## src/l1_cache_pkg.sv

```systemverilog
`default_nettype none

package l1_cache_pkg;

    // ========================================
    // widths
    // ========================================
    localparam int ADDR_WID  = 32;
    localparam int DATA_WID  = 32;
    localparam int INDEX_WID = 4;
    localparam int TAG_WID   = ADDR_WID - INDEX_WID - 2;
    localparam int LINE_WID  = TAG_WID + INDEX_WID;
    localparam int MESI_WID  = 2;
    localparam int CMD_WID   = 2;

    // ========================================
    // mesi line states
    // ========================================
    localparam logic [MESI_WID-1:0] MESI_I = 2'b00;
    localparam logic [MESI_WID-1:0] MESI_S = 2'b01;
    localparam logic [MESI_WID-1:0] MESI_E = 2'b10;
    localparam logic [MESI_WID-1:0] MESI_M = 2'b11;

    // next-level and snoop commands
    localparam logic [CMD_WID-1:0] CMD_RD  = 2'b00;
    localparam logic [CMD_WID-1:0] CMD_RDX = 2'b01;
    localparam logic [CMD_WID-1:0] CMD_INV = 2'b10;
    localparam logic [CMD_WID-1:0] CMD_WB  = 2'b11;

    // line number as put on the bus or split for the arrays
    typedef union packed {
        logic [LINE_WID-1:0] raw;
        struct packed {
            logic [TAG_WID-1:0]   tag;
            logic [INDEX_WID-1:0] index;
        } fields;
    } line_addr_u;

endpackage

`default_nettype wire

```

## src/l1_line_store.sv

```systemverilog
`timescale 1ns/1ps
`default_nettype none

module l1_line_store (
    input  wire                                  clk,
    input  wire                                  rst_n,
    // cpu side port
    input  wire  [l1_cache_pkg::INDEX_WID-1:0]   proc_index,
    input  wire                                  proc_we,
    input  wire  [l1_cache_pkg::TAG_WID-1:0]     proc_tag_in,
    input  wire  [l1_cache_pkg::MESI_WID-1:0]    proc_state_in,
    input  wire  [l1_cache_pkg::DATA_WID-1:0]    proc_data_in,
    output logic [l1_cache_pkg::TAG_WID-1:0]     proc_tag,
    output logic [l1_cache_pkg::MESI_WID-1:0]    proc_state,
    output logic [l1_cache_pkg::DATA_WID-1:0]    proc_data,
    // snoop side port writes state only
    input  wire  [l1_cache_pkg::INDEX_WID-1:0]   snoop_index,
    input  wire                                  snoop_we,
    input  wire  [l1_cache_pkg::MESI_WID-1:0]    snoop_state_in,
    output logic [l1_cache_pkg::TAG_WID-1:0]     snoop_tag,
    output logic [l1_cache_pkg::MESI_WID-1:0]    snoop_state,
    output logic [l1_cache_pkg::DATA_WID-1:0]    snoop_data_out
);

    localparam int DEPTH = 2 ** l1_cache_pkg::INDEX_WID;

    logic [l1_cache_pkg::TAG_WID-1:0]  tag_mem   [DEPTH];
    logic [l1_cache_pkg::MESI_WID-1:0] state_mem [DEPTH];
    logic [l1_cache_pkg::DATA_WID-1:0] data_mem  [DEPTH];

    // snoop write last so it wins on the same index
    always_ff @(posedge clk) begin
        if (!rst_n) begin
            for (int i = 0; i < DEPTH; i++)
                state_mem[i] <= l1_cache_pkg::MESI_I;
        end else begin
            if (proc_we)
                state_mem[proc_index] <= proc_state_in;
            if (snoop_we)
                state_mem[snoop_index] <= snoop_state_in;
        end
    end

    always_ff @(posedge clk) begin
        if (proc_we) begin
            tag_mem[proc_index]  <= proc_tag_in;
            data_mem[proc_index] <= proc_data_in;
        end
    end

    // registered reads return the old value on a same-cycle write
    always_ff @(posedge clk) begin
        proc_tag       <= tag_mem[proc_index];
        proc_state     <= state_mem[proc_index];
        proc_data      <= data_mem[proc_index];
        snoop_tag      <= tag_mem[snoop_index];
        snoop_state    <= state_mem[snoop_index];
        snoop_data_out <= data_mem[snoop_index];
    end

endmodule

`default_nettype wire

```

## src/l1_proc_ctrl.sv

```systemverilog
`timescale 1ns/1ps
`default_nettype none

module l1_proc_ctrl #(
    parameter int MEM_CREDITS = 2
) (
    input  wire                                  clk,
    input  wire                                  rst_n,
    // cpu request
    input  wire                                  cpu_rd,
    input  wire                                  cpu_wr,
    input  wire  [l1_cache_pkg::ADDR_WID-1:0]    cpu_addr,
    input  wire  [l1_cache_pkg::DATA_WID-1:0]    cpu_wdata,
    output logic                                 cpu_done,
    output logic [l1_cache_pkg::DATA_WID-1:0]    cpu_rdata,
    // store port
    output logic [l1_cache_pkg::INDEX_WID-1:0]   proc_index,
    output logic                                 proc_we,
    output logic [l1_cache_pkg::TAG_WID-1:0]     proc_tag_in,
    output logic [l1_cache_pkg::MESI_WID-1:0]    proc_state_in,
    output logic [l1_cache_pkg::DATA_WID-1:0]    proc_data_in,
    input  wire  [l1_cache_pkg::TAG_WID-1:0]     proc_tag,
    input  wire  [l1_cache_pkg::MESI_WID-1:0]    proc_state,
    input  wire  [l1_cache_pkg::DATA_WID-1:0]    proc_data,
    // next level
    output logic                                 mem_req_valid,
    output logic [l1_cache_pkg::CMD_WID-1:0]     mem_req_cmd,
    output logic [l1_cache_pkg::LINE_WID-1:0]    mem_req_line,
    output logic [l1_cache_pkg::DATA_WID-1:0]    mem_req_data,
    input  wire                                  mem_credit,
    input  wire                                  mem_resp_valid,
    input  wire  [l1_cache_pkg::DATA_WID-1:0]    mem_resp_data,
    input  wire                                  mem_resp_shared
);

    localparam int CNT_WID = $clog2(MEM_CREDITS + 1);

    localparam logic [2:0] ST_IDLE   = 3'd0;
    localparam logic [2:0] ST_LOOKUP = 3'd1;
    localparam logic [2:0] ST_WB     = 3'd2;
    localparam logic [2:0] ST_REQ    = 3'd3;
    localparam logic [2:0] ST_WAIT   = 3'd4;
    localparam logic [2:0] ST_DONE   = 3'd5;

    logic [2:0]                       state;
    logic [l1_cache_pkg::CMD_WID-1:0] req_cmd;
    logic [CNT_WID-1:0]               credits;
    l1_cache_pkg::line_addr_u         cpu_line;
    l1_cache_pkg::line_addr_u         victim_line;
    logic                             hit;
    logic                             can_issue;
    logic                             fill_rd;

    // index comes straight from the held cpu address
    assign cpu_line.raw = cpu_addr[l1_cache_pkg::ADDR_WID-1:2];
    assign proc_index   = cpu_line.fields.index;

    always_comb begin
        victim_line.fields.tag   = proc_tag;
        victim_line.fields.index = cpu_line.fields.index;
    end

    assign hit = (proc_state != l1_cache_pkg::MESI_I) && (proc_tag == cpu_line.fields.tag);

    // ========================================
    // next-level request channel
    // ========================================
    assign can_issue     = (credits != '0);
    assign mem_req_valid = ((state == ST_WB) || (state == ST_REQ)) && can_issue;
    assign mem_req_cmd   = (state == ST_WB) ? l1_cache_pkg::CMD_WB : req_cmd;
    assign mem_req_line  = (state == ST_WB) ? victim_line.raw : cpu_line.raw;
    assign mem_req_data  = (state == ST_WB) ? proc_data : cpu_wdata;

    always_ff @(posedge clk) begin
        if (!rst_n)
            credits <= CNT_WID'(MEM_CREDITS);
        else
            credits <= credits + CNT_WID'(mem_credit) - CNT_WID'(mem_req_valid);
    end

    // store writes on an E/M write hit or any response in WAIT
    assign fill_rd = (req_cmd == l1_cache_pkg::CMD_RD);

    always_comb begin
        proc_we       = 1'b0;
        proc_tag_in   = cpu_line.fields.tag;
        proc_state_in = l1_cache_pkg::MESI_M;
        proc_data_in  = cpu_wdata;
        if (state == ST_LOOKUP && cpu_wr && hit && proc_state != l1_cache_pkg::MESI_S)
            proc_we = 1'b1;
        if (state == ST_WAIT && mem_resp_valid) begin
            proc_we = 1'b1;
            if (fill_rd) begin
                proc_state_in = mem_resp_shared ? l1_cache_pkg::MESI_S : l1_cache_pkg::MESI_E;
                proc_data_in  = mem_resp_data;
            end
        end
    end

    // ========================================
    // request fsm
    // ========================================
    always_ff @(posedge clk) begin
        if (!rst_n) begin
            state    <= ST_IDLE;
            req_cmd  <= l1_cache_pkg::CMD_RD;
            cpu_done <= 1'b0;
        end else begin
            cpu_done <= 1'b0;
            case (state)
                ST_IDLE: begin
                    if (cpu_rd || cpu_wr)
                        state <= ST_LOOKUP;
                end
                ST_LOOKUP: begin
                    if (hit && (cpu_rd || proc_state != l1_cache_pkg::MESI_S)) begin
                        cpu_done <= 1'b1;
                        state    <= ST_DONE;
                    end else if (hit) begin
                        // write to a shared copy needs an upgrade first
                        req_cmd <= l1_cache_pkg::CMD_INV;
                        state   <= ST_REQ;
                    end else begin
                        req_cmd <= cpu_wr ? l1_cache_pkg::CMD_RDX : l1_cache_pkg::CMD_RD;
                        state   <= (proc_state == l1_cache_pkg::MESI_M) ? ST_WB : ST_REQ;
                    end
                end
                ST_WB: begin
                    if (can_issue)
                        state <= ST_REQ;
                end
                ST_REQ: begin
                    if (can_issue)
                        state <= ST_WAIT;
                end
                ST_WAIT: begin
                    // write-backs get no response so this is the fill or upgrade
                    if (mem_resp_valid) begin
                        cpu_done <= 1'b1;
                        state    <= ST_DONE;
                    end
                end
                default: begin
                    // cpu drops its request during this cycle
                    state <= ST_IDLE;
                end
            endcase
        end
    end

    always_ff @(posedge clk) begin
        if (state == ST_LOOKUP)
            cpu_rdata <= proc_data;
        else if (state == ST_WAIT && mem_resp_valid)
            cpu_rdata <= mem_resp_data;
    end

endmodule

`default_nettype wire

```

## src/l1_snoop_ctrl.sv

```systemverilog
`timescale 1ns/1ps
`default_nettype none

module l1_snoop_ctrl (
    input  wire                                  clk,
    input  wire                                  rst_n,
    // snoop request
    input  wire                                  snoop_valid,
    input  wire  [l1_cache_pkg::CMD_WID-1:0]     snoop_cmd,
    input  wire  [l1_cache_pkg::LINE_WID-1:0]    snoop_line,
    // store port
    output logic [l1_cache_pkg::INDEX_WID-1:0]   snoop_index,
    output logic                                 snoop_we,
    output logic [l1_cache_pkg::MESI_WID-1:0]    snoop_state_in,
    input  wire  [l1_cache_pkg::TAG_WID-1:0]     snoop_tag,
    input  wire  [l1_cache_pkg::MESI_WID-1:0]    snoop_state,
    input  wire  [l1_cache_pkg::DATA_WID-1:0]    snoop_data_out,
    // response
    output logic                                 snoop_done,
    output logic                                 snoop_hit,
    output logic                                 snoop_data_valid,
    output logic [l1_cache_pkg::DATA_WID-1:0]    snoop_data
);

    l1_cache_pkg::line_addr_u           snp_line;
    logic                               pend;
    logic [l1_cache_pkg::CMD_WID-1:0]   cmd_q;
    logic [l1_cache_pkg::TAG_WID-1:0]   tag_q;
    logic [l1_cache_pkg::INDEX_WID-1:0] index_q;
    logic                               hit;

    assign snp_line.raw = snoop_line;

    // live index during the pulse and held index for the state write
    assign snoop_index = snoop_valid ? snp_line.fields.index : index_q;

    assign hit = pend && (snoop_state != l1_cache_pkg::MESI_I) && (snoop_tag == tag_q);

    // remote read leaves a shared copy and anything else kills it
    assign snoop_we       = hit;
    assign snoop_state_in = (cmd_q == l1_cache_pkg::CMD_RD) ? l1_cache_pkg::MESI_S
                                                            : l1_cache_pkg::MESI_I;

    always_ff @(posedge clk) begin
        if (!rst_n) begin
            pend             <= 1'b0;
            snoop_done       <= 1'b0;
            snoop_hit        <= 1'b0;
            snoop_data_valid <= 1'b0;
        end else begin
            pend             <= snoop_valid;
            snoop_done       <= pend;
            snoop_hit        <= hit;
            snoop_data_valid <= hit && (snoop_state == l1_cache_pkg::MESI_M) &&
                                (cmd_q != l1_cache_pkg::CMD_INV);
        end
    end

    always_ff @(posedge clk) begin
        if (snoop_valid) begin
            cmd_q   <= snoop_cmd;
            tag_q   <= snp_line.fields.tag;
            index_q <= snp_line.fields.index;
        end
        snoop_data <= snoop_data_out;
    end

endmodule

`default_nettype wire

```

## src/l1_dcache.sv

```systemverilog
`timescale 1ns/1ps
`default_nettype none

module l1_dcache #(
    parameter int MEM_CREDITS = 2
) (
    input  wire                                  clk,
    input  wire                                  rst_n,
    // cpu
    input  wire                                  cpu_rd,
    input  wire                                  cpu_wr,
    input  wire  [l1_cache_pkg::ADDR_WID-1:0]    cpu_addr,
    input  wire  [l1_cache_pkg::DATA_WID-1:0]    cpu_wdata,
    output logic                                 cpu_done,
    output logic [l1_cache_pkg::DATA_WID-1:0]    cpu_rdata,
    // next level
    output logic                                 mem_req_valid,
    output logic [l1_cache_pkg::CMD_WID-1:0]     mem_req_cmd,
    output logic [l1_cache_pkg::LINE_WID-1:0]    mem_req_line,
    output logic [l1_cache_pkg::DATA_WID-1:0]    mem_req_data,
    input  wire                                  mem_credit,
    input  wire                                  mem_resp_valid,
    input  wire  [l1_cache_pkg::DATA_WID-1:0]    mem_resp_data,
    input  wire                                  mem_resp_shared,
    // snoop
    input  wire                                  snoop_valid,
    input  wire  [l1_cache_pkg::CMD_WID-1:0]     snoop_cmd,
    input  wire  [l1_cache_pkg::LINE_WID-1:0]    snoop_line,
    output logic                                 snoop_done,
    output logic                                 snoop_hit,
    output logic                                 snoop_data_valid,
    output logic [l1_cache_pkg::DATA_WID-1:0]    snoop_data
);

    logic [l1_cache_pkg::INDEX_WID-1:0] proc_index;
    logic                               proc_we;
    logic [l1_cache_pkg::TAG_WID-1:0]   proc_tag_in;
    logic [l1_cache_pkg::MESI_WID-1:0]  proc_state_in;
    logic [l1_cache_pkg::DATA_WID-1:0]  proc_data_in;
    logic [l1_cache_pkg::TAG_WID-1:0]   proc_tag;
    logic [l1_cache_pkg::MESI_WID-1:0]  proc_state;
    logic [l1_cache_pkg::DATA_WID-1:0]  proc_data;

    logic [l1_cache_pkg::INDEX_WID-1:0] snoop_index;
    logic                               snoop_we;
    logic [l1_cache_pkg::MESI_WID-1:0]  snoop_state_in;
    logic [l1_cache_pkg::TAG_WID-1:0]   snoop_tag;
    logic [l1_cache_pkg::MESI_WID-1:0]  snoop_state;
    logic [l1_cache_pkg::DATA_WID-1:0]  snoop_data_out;

    l1_proc_ctrl #(
        .MEM_CREDITS (MEM_CREDITS)
    ) i_l1_proc_ctrl (
        .clk             (clk),
        .rst_n           (rst_n),
        .cpu_rd          (cpu_rd),
        .cpu_wr          (cpu_wr),
        .cpu_addr        (cpu_addr),
        .cpu_wdata       (cpu_wdata),
        .cpu_done        (cpu_done),
        .cpu_rdata       (cpu_rdata),
        .proc_index      (proc_index),
        .proc_we         (proc_we),
        .proc_tag_in     (proc_tag_in),
        .proc_state_in   (proc_state_in),
        .proc_data_in    (proc_data_in),
        .proc_tag        (proc_tag),
        .proc_state      (proc_state),
        .proc_data       (proc_data),
        .mem_req_valid   (mem_req_valid),
        .mem_req_cmd     (mem_req_cmd),
        .mem_req_line    (mem_req_line),
        .mem_req_data    (mem_req_data),
        .mem_credit      (mem_credit),
        .mem_resp_valid  (mem_resp_valid),
        .mem_resp_data   (mem_resp_data),
        .mem_resp_shared (mem_resp_shared)
    );

    l1_snoop_ctrl i_l1_snoop_ctrl (
        .clk              (clk),
        .rst_n            (rst_n),
        .snoop_valid      (snoop_valid),
        .snoop_cmd        (snoop_cmd),
        .snoop_line       (snoop_line),
        .snoop_index      (snoop_index),
        .snoop_we         (snoop_we),
        .snoop_state_in   (snoop_state_in),
        .snoop_tag        (snoop_tag),
        .snoop_state      (snoop_state),
        .snoop_data_out   (snoop_data_out),
        .snoop_done       (snoop_done),
        .snoop_hit        (snoop_hit),
        .snoop_data_valid (snoop_data_valid),
        .snoop_data       (snoop_data)
    );

    l1_line_store i_l1_line_store (
        .clk            (clk),
        .rst_n          (rst_n),
        .proc_index     (proc_index),
        .proc_we        (proc_we),
        .proc_tag_in    (proc_tag_in),
        .proc_state_in  (proc_state_in),
        .proc_data_in   (proc_data_in),
        .proc_tag       (proc_tag),
        .proc_state     (proc_state),
        .proc_data      (proc_data),
        .snoop_index    (snoop_index),
        .snoop_we       (snoop_we),
        .snoop_state_in (snoop_state_in),
        .snoop_tag      (snoop_tag),
        .snoop_state    (snoop_state),
        .snoop_data_out (snoop_data_out)
    );

endmodule

`default_nettype wire

```

## config.mk

```make
export PLATFORM = sky130hd
export DESIGN_NAME = l1_dcache
export DESIGN_NICKNAME = d
export VERILOG_FILES = /design/src/l1_cache_pkg.sv /design/src/l1_line_store.sv /design/src/l1_proc_ctrl.sv /design/src/l1_snoop_ctrl.sv /design/src/l1_dcache.sv
export SDC_FILE = /design/constraint.sdc
export NUM_CORES = 2
export LEC_CHECK = 0
export BUFFER_PORTS_ARGS = -buffer_cell sky130_fd_sc_hd__buf_2
export CORE_UTILIZATION = 55
export CTS_CLUSTER_DIAMETER = 100
export DETAILED_ROUTE_END_ITERATION = 6
export GPL_ROUTABILITY_DRIVEN = 0
export PLACE_DENSITY = 0.72
export SYNTH_ARGS = -nofsm -noshare
export SYNTH_HDL_FRONTEND = slang
export SYNTH_SLANG_ARGS = --single-unit
export TNS_END_PERCENT = 10
```

## constraint.sdc

```tcl
create_clock -name clk -period 6.7 [get_ports clk]
set_input_delay 1.34 -clock clk [delete_from_list [all_inputs] [get_ports clk]]
set_output_delay 1.34 -clock clk [all_outputs]
set_load 0.1 [all_outputs]
```

==> flow_summary.json <==
{
  "path_max_fanout": 36,
  "wl_mm": 145.4,
  "period_needed_ns": 4.437,
  "ios": 269,
  "core_um2": 95290,
  "ant_nets": 0,
  "cts_buffers": 118,
  "drv_cap": 0,
  "status": "complete, no violations",
  "postSynthAreaPerCell_um2": 13.63,
  "synthesis.instances": 3892,
  "skew_ns": 0.02937,
  "endpoint_kind": "register",
  "num_vias": 35060,
  "clockBufferDepth": 3,
  "final_area_um2": 59500,
  "cts-htree-levels": 3,
  "met3_usage_pct": 6.204,
  "drtIter0Drc": 4260,
  "tns_ns": 0,
  "synth_cell_types": 59,
  "busiest_layer": "met2",
  "seqCellArea_um2": 33830,
  "p_leak_nw": 20.55,
  "grt_remaining_overflow": 0,
  "worst_slew_pin_slew_ns": 1.109,
  "ys_top_cells_by_area": "edfxtp_1, mux4_2, nand2_1",
  "wl_per_cell_um": 26.83,
  "grt_usage_pct": 29.81,
  "ys.flop_type": "edfxtp_1",
  "vdd_drop_max_v": 0.0002397,
  "synth_top_area_cell": "edfxtp_1",
  "critPathRequiredTime_ns": 7.10,
  "stdcell_count": 5419,
  "start_kind": "primary input",
  "netlist_area_um2": 53050,
  "holdBufCountCts": 0,
  "timing.final.crit_share_pct": 66.22,
  "grt_pass1_wl_mm": 216.8,
  "drive_above_1_share_pct": 23.51,
  "r2r_slack_ns": 2.81,
  "synth_fp_nets": 4030,
  "yosysWarnings": 0,
  "fillers": 7014,
  "io_buffer_count": 266,
  "synth_edf_count": 1004,
  "ys_seq_elements": 1188,
  "fmax_mhz": 225.4,
  "synth_top_area_share_pct": 56.83,
  "cts_tree": "yes",
  "finalSetupViolations": 0,
  "viasPerCell": 6.470,
  "grt_pass1_vias": 35080,
  "die_width_um": 312.6,
  "drc_errors": 0,
  "cp.arrival_ns": 4.84,
  "dieArea_um2": 97710,
  "slew_headroom_pct": 26.04,
  "async_reset_ff_share_pct": 0,
  "clk_pin_slew_ns": 0.06,
  "clock_latency_ns": 0.73,
  "antenna_found_initial": 11,
  "finalWorstSetupSlack_ns": 2.263,
  "finalPower_mw": 17.97,
  "grt_start_max_net_pins": 136,
  "firstDrtPassIters": 6,
  "clock_sinks": 1188,
  "cts-root-buf": "clkbuf_16",
  "drv_slew": 0,
  "die_h_um": 312.6,
  "cts_resized": 0,
  "use_met2_pct": 47.91,
  "multi_input_area_um2": 18060,
  "dp_hpwl_mm": 78.91,
  "seq_area_frac_synth_pct": 63.77,
  "p_per_area_nw_per_um2": 302.0,
  "critPathKind": "primary input to register",
  "rows": 113,
  "grtUsageMet1_pct": 40.00,
  "rsz0062_at_grt": "no",
  "placed_area_um2": 55710,
  "post-place-cells": 5192,
  "final_hold_viol_count": 0,
  "hp-class": "register to register",
  "postCtsSetupBuffers": 0,
  "areaGrowthSynthToFinish_pct": 12.15,
  "start_util_pct": 55.67,
  "post-place-ws_ns": 1.641,
  "nets": 4185
}
## cells by family after synthesis
logic type	count (synthesis)	synth area share, %
fa+ha+maj	2	0.04716
xor+xnor	54	0.8915
compound gates	248	3.674
buf+inv	315	2.490
flops	1188	63.77
mux	427	15.43
simple gates	1658	13.69
## cells in the final DEF, fill, tap and decap left out, types with 33 or more instances in the layout
cell type,Yosys,routed
nand3_1,492,492
buf_2,83,262
clkbuf_1,182,33
edfxtp_1,1004,1004
and3_1,65,62
dfxtp_1,184,184
a31oi_1,62,62
mux2_2,122,122
mux4_2,300,300
a311oi_1,120,120
clkbuf_16,0,119
buf_4,5,50
nand2_1,993,992
## worst paths after layout
path | start | to | depth (start not counted)
worst max-delay path | cpu_addr[8] | i_l1_line_store.data_mem[4][23] | 7
worst max register to register | i_l1_line_store.proc_tag[10] | i_l1_line_store.data_mem[4][23] | 6
worst min register to register | i_l1_line_store.snoop_data_out[1] | i_l1_snoop_ctrl.snoop_data[1] | 0
worst min-delay path | i_l1_line_store.snoop_data_out[1] | i_l1_snoop_ctrl.snoop_data[1] | 0
## synth_stat cells, types with 5 or more instances
library cell / instances
o22ai_1: 11
nand2b_1: 8
inv_1: 11
nand4_1: 20
buf_4: 5
xnor2_1: 30
nor4_1: 10
o211ai_1: 11
xor2_1: 24
o21ai_0: 8
edfxtp_1: 1004
o21ai_1: 5
buf_2: 83
o2111a_1: 6
nor2b_1: 7
nand3_1: 492
mux4_2: 300
clkbuf_1: 182
or3_1: 10
nor2_1: 24
nand2_1: 993
a311oi_1: 120
and3_1: 65
buf_1: 29
a31oi_1: 62
o32ai_1: 5
dfxtp_1: 184
mux2_2: 122
## metrics by stage
step	util [%]	hold slack (ns)
detailed placement	58.47	0.3121
global placement	58.47	0.3121
global route	62.44	0.3315
floorplan	-	0.3096
finish	62.44	0.3251
CTS	62.43	0.3256
## state kept, by name (all words and copies together) (netlist names), 32 cells and up
| name | cells |
|---|---|
| i_l1_line_store.state_mem | 32 |
| i_l1_proc_ctrl.cpu_rdata | 32 |
| i_l1_line_store.proc_data | 32 |
| i_l1_snoop_ctrl.snoop_data | 32 |
| i_l1_line_store.data_mem | 512 |
| i_l1_line_store.snoop_data_out | 32 |
| i_l1_line_store.tag_mem | 416 |
## where the power goes
group          internal [mW]  switching (mW)
clock                   3.65            2.80
sequential              8.29           0.135
combinational          0.779            2.31
total                   12.7            5.25
## critical path: stages
cell and delay (ns):
buf_2 0.28, xor2_1 0.17, nor4_1 0.68, nand4_2 0.54, o21ai_4 0.51, and3_4 0.91
buf_12 0.33
## area by class of cell
cell class              instances  area share, %
well taps                    1265          2.660
flip-flops and latches       1188          56.86
clock buffers                 165          5.514
diodes                          2       0.008411
repair buffers                337          3.644
clock inverters                60         0.8390
inverters                      13         0.1115
multi-input cells            2389          30.36
## metal layers
metal | share of wire (%) | wire [µm]
met1 | 37 | 54220
met2 | 48 | 69770
met3 | 11 | 15890
met4 | 3.7 | 5417
met5 | 0.072 | 105
No activity file was read; power rests on OpenSTA's default activity.
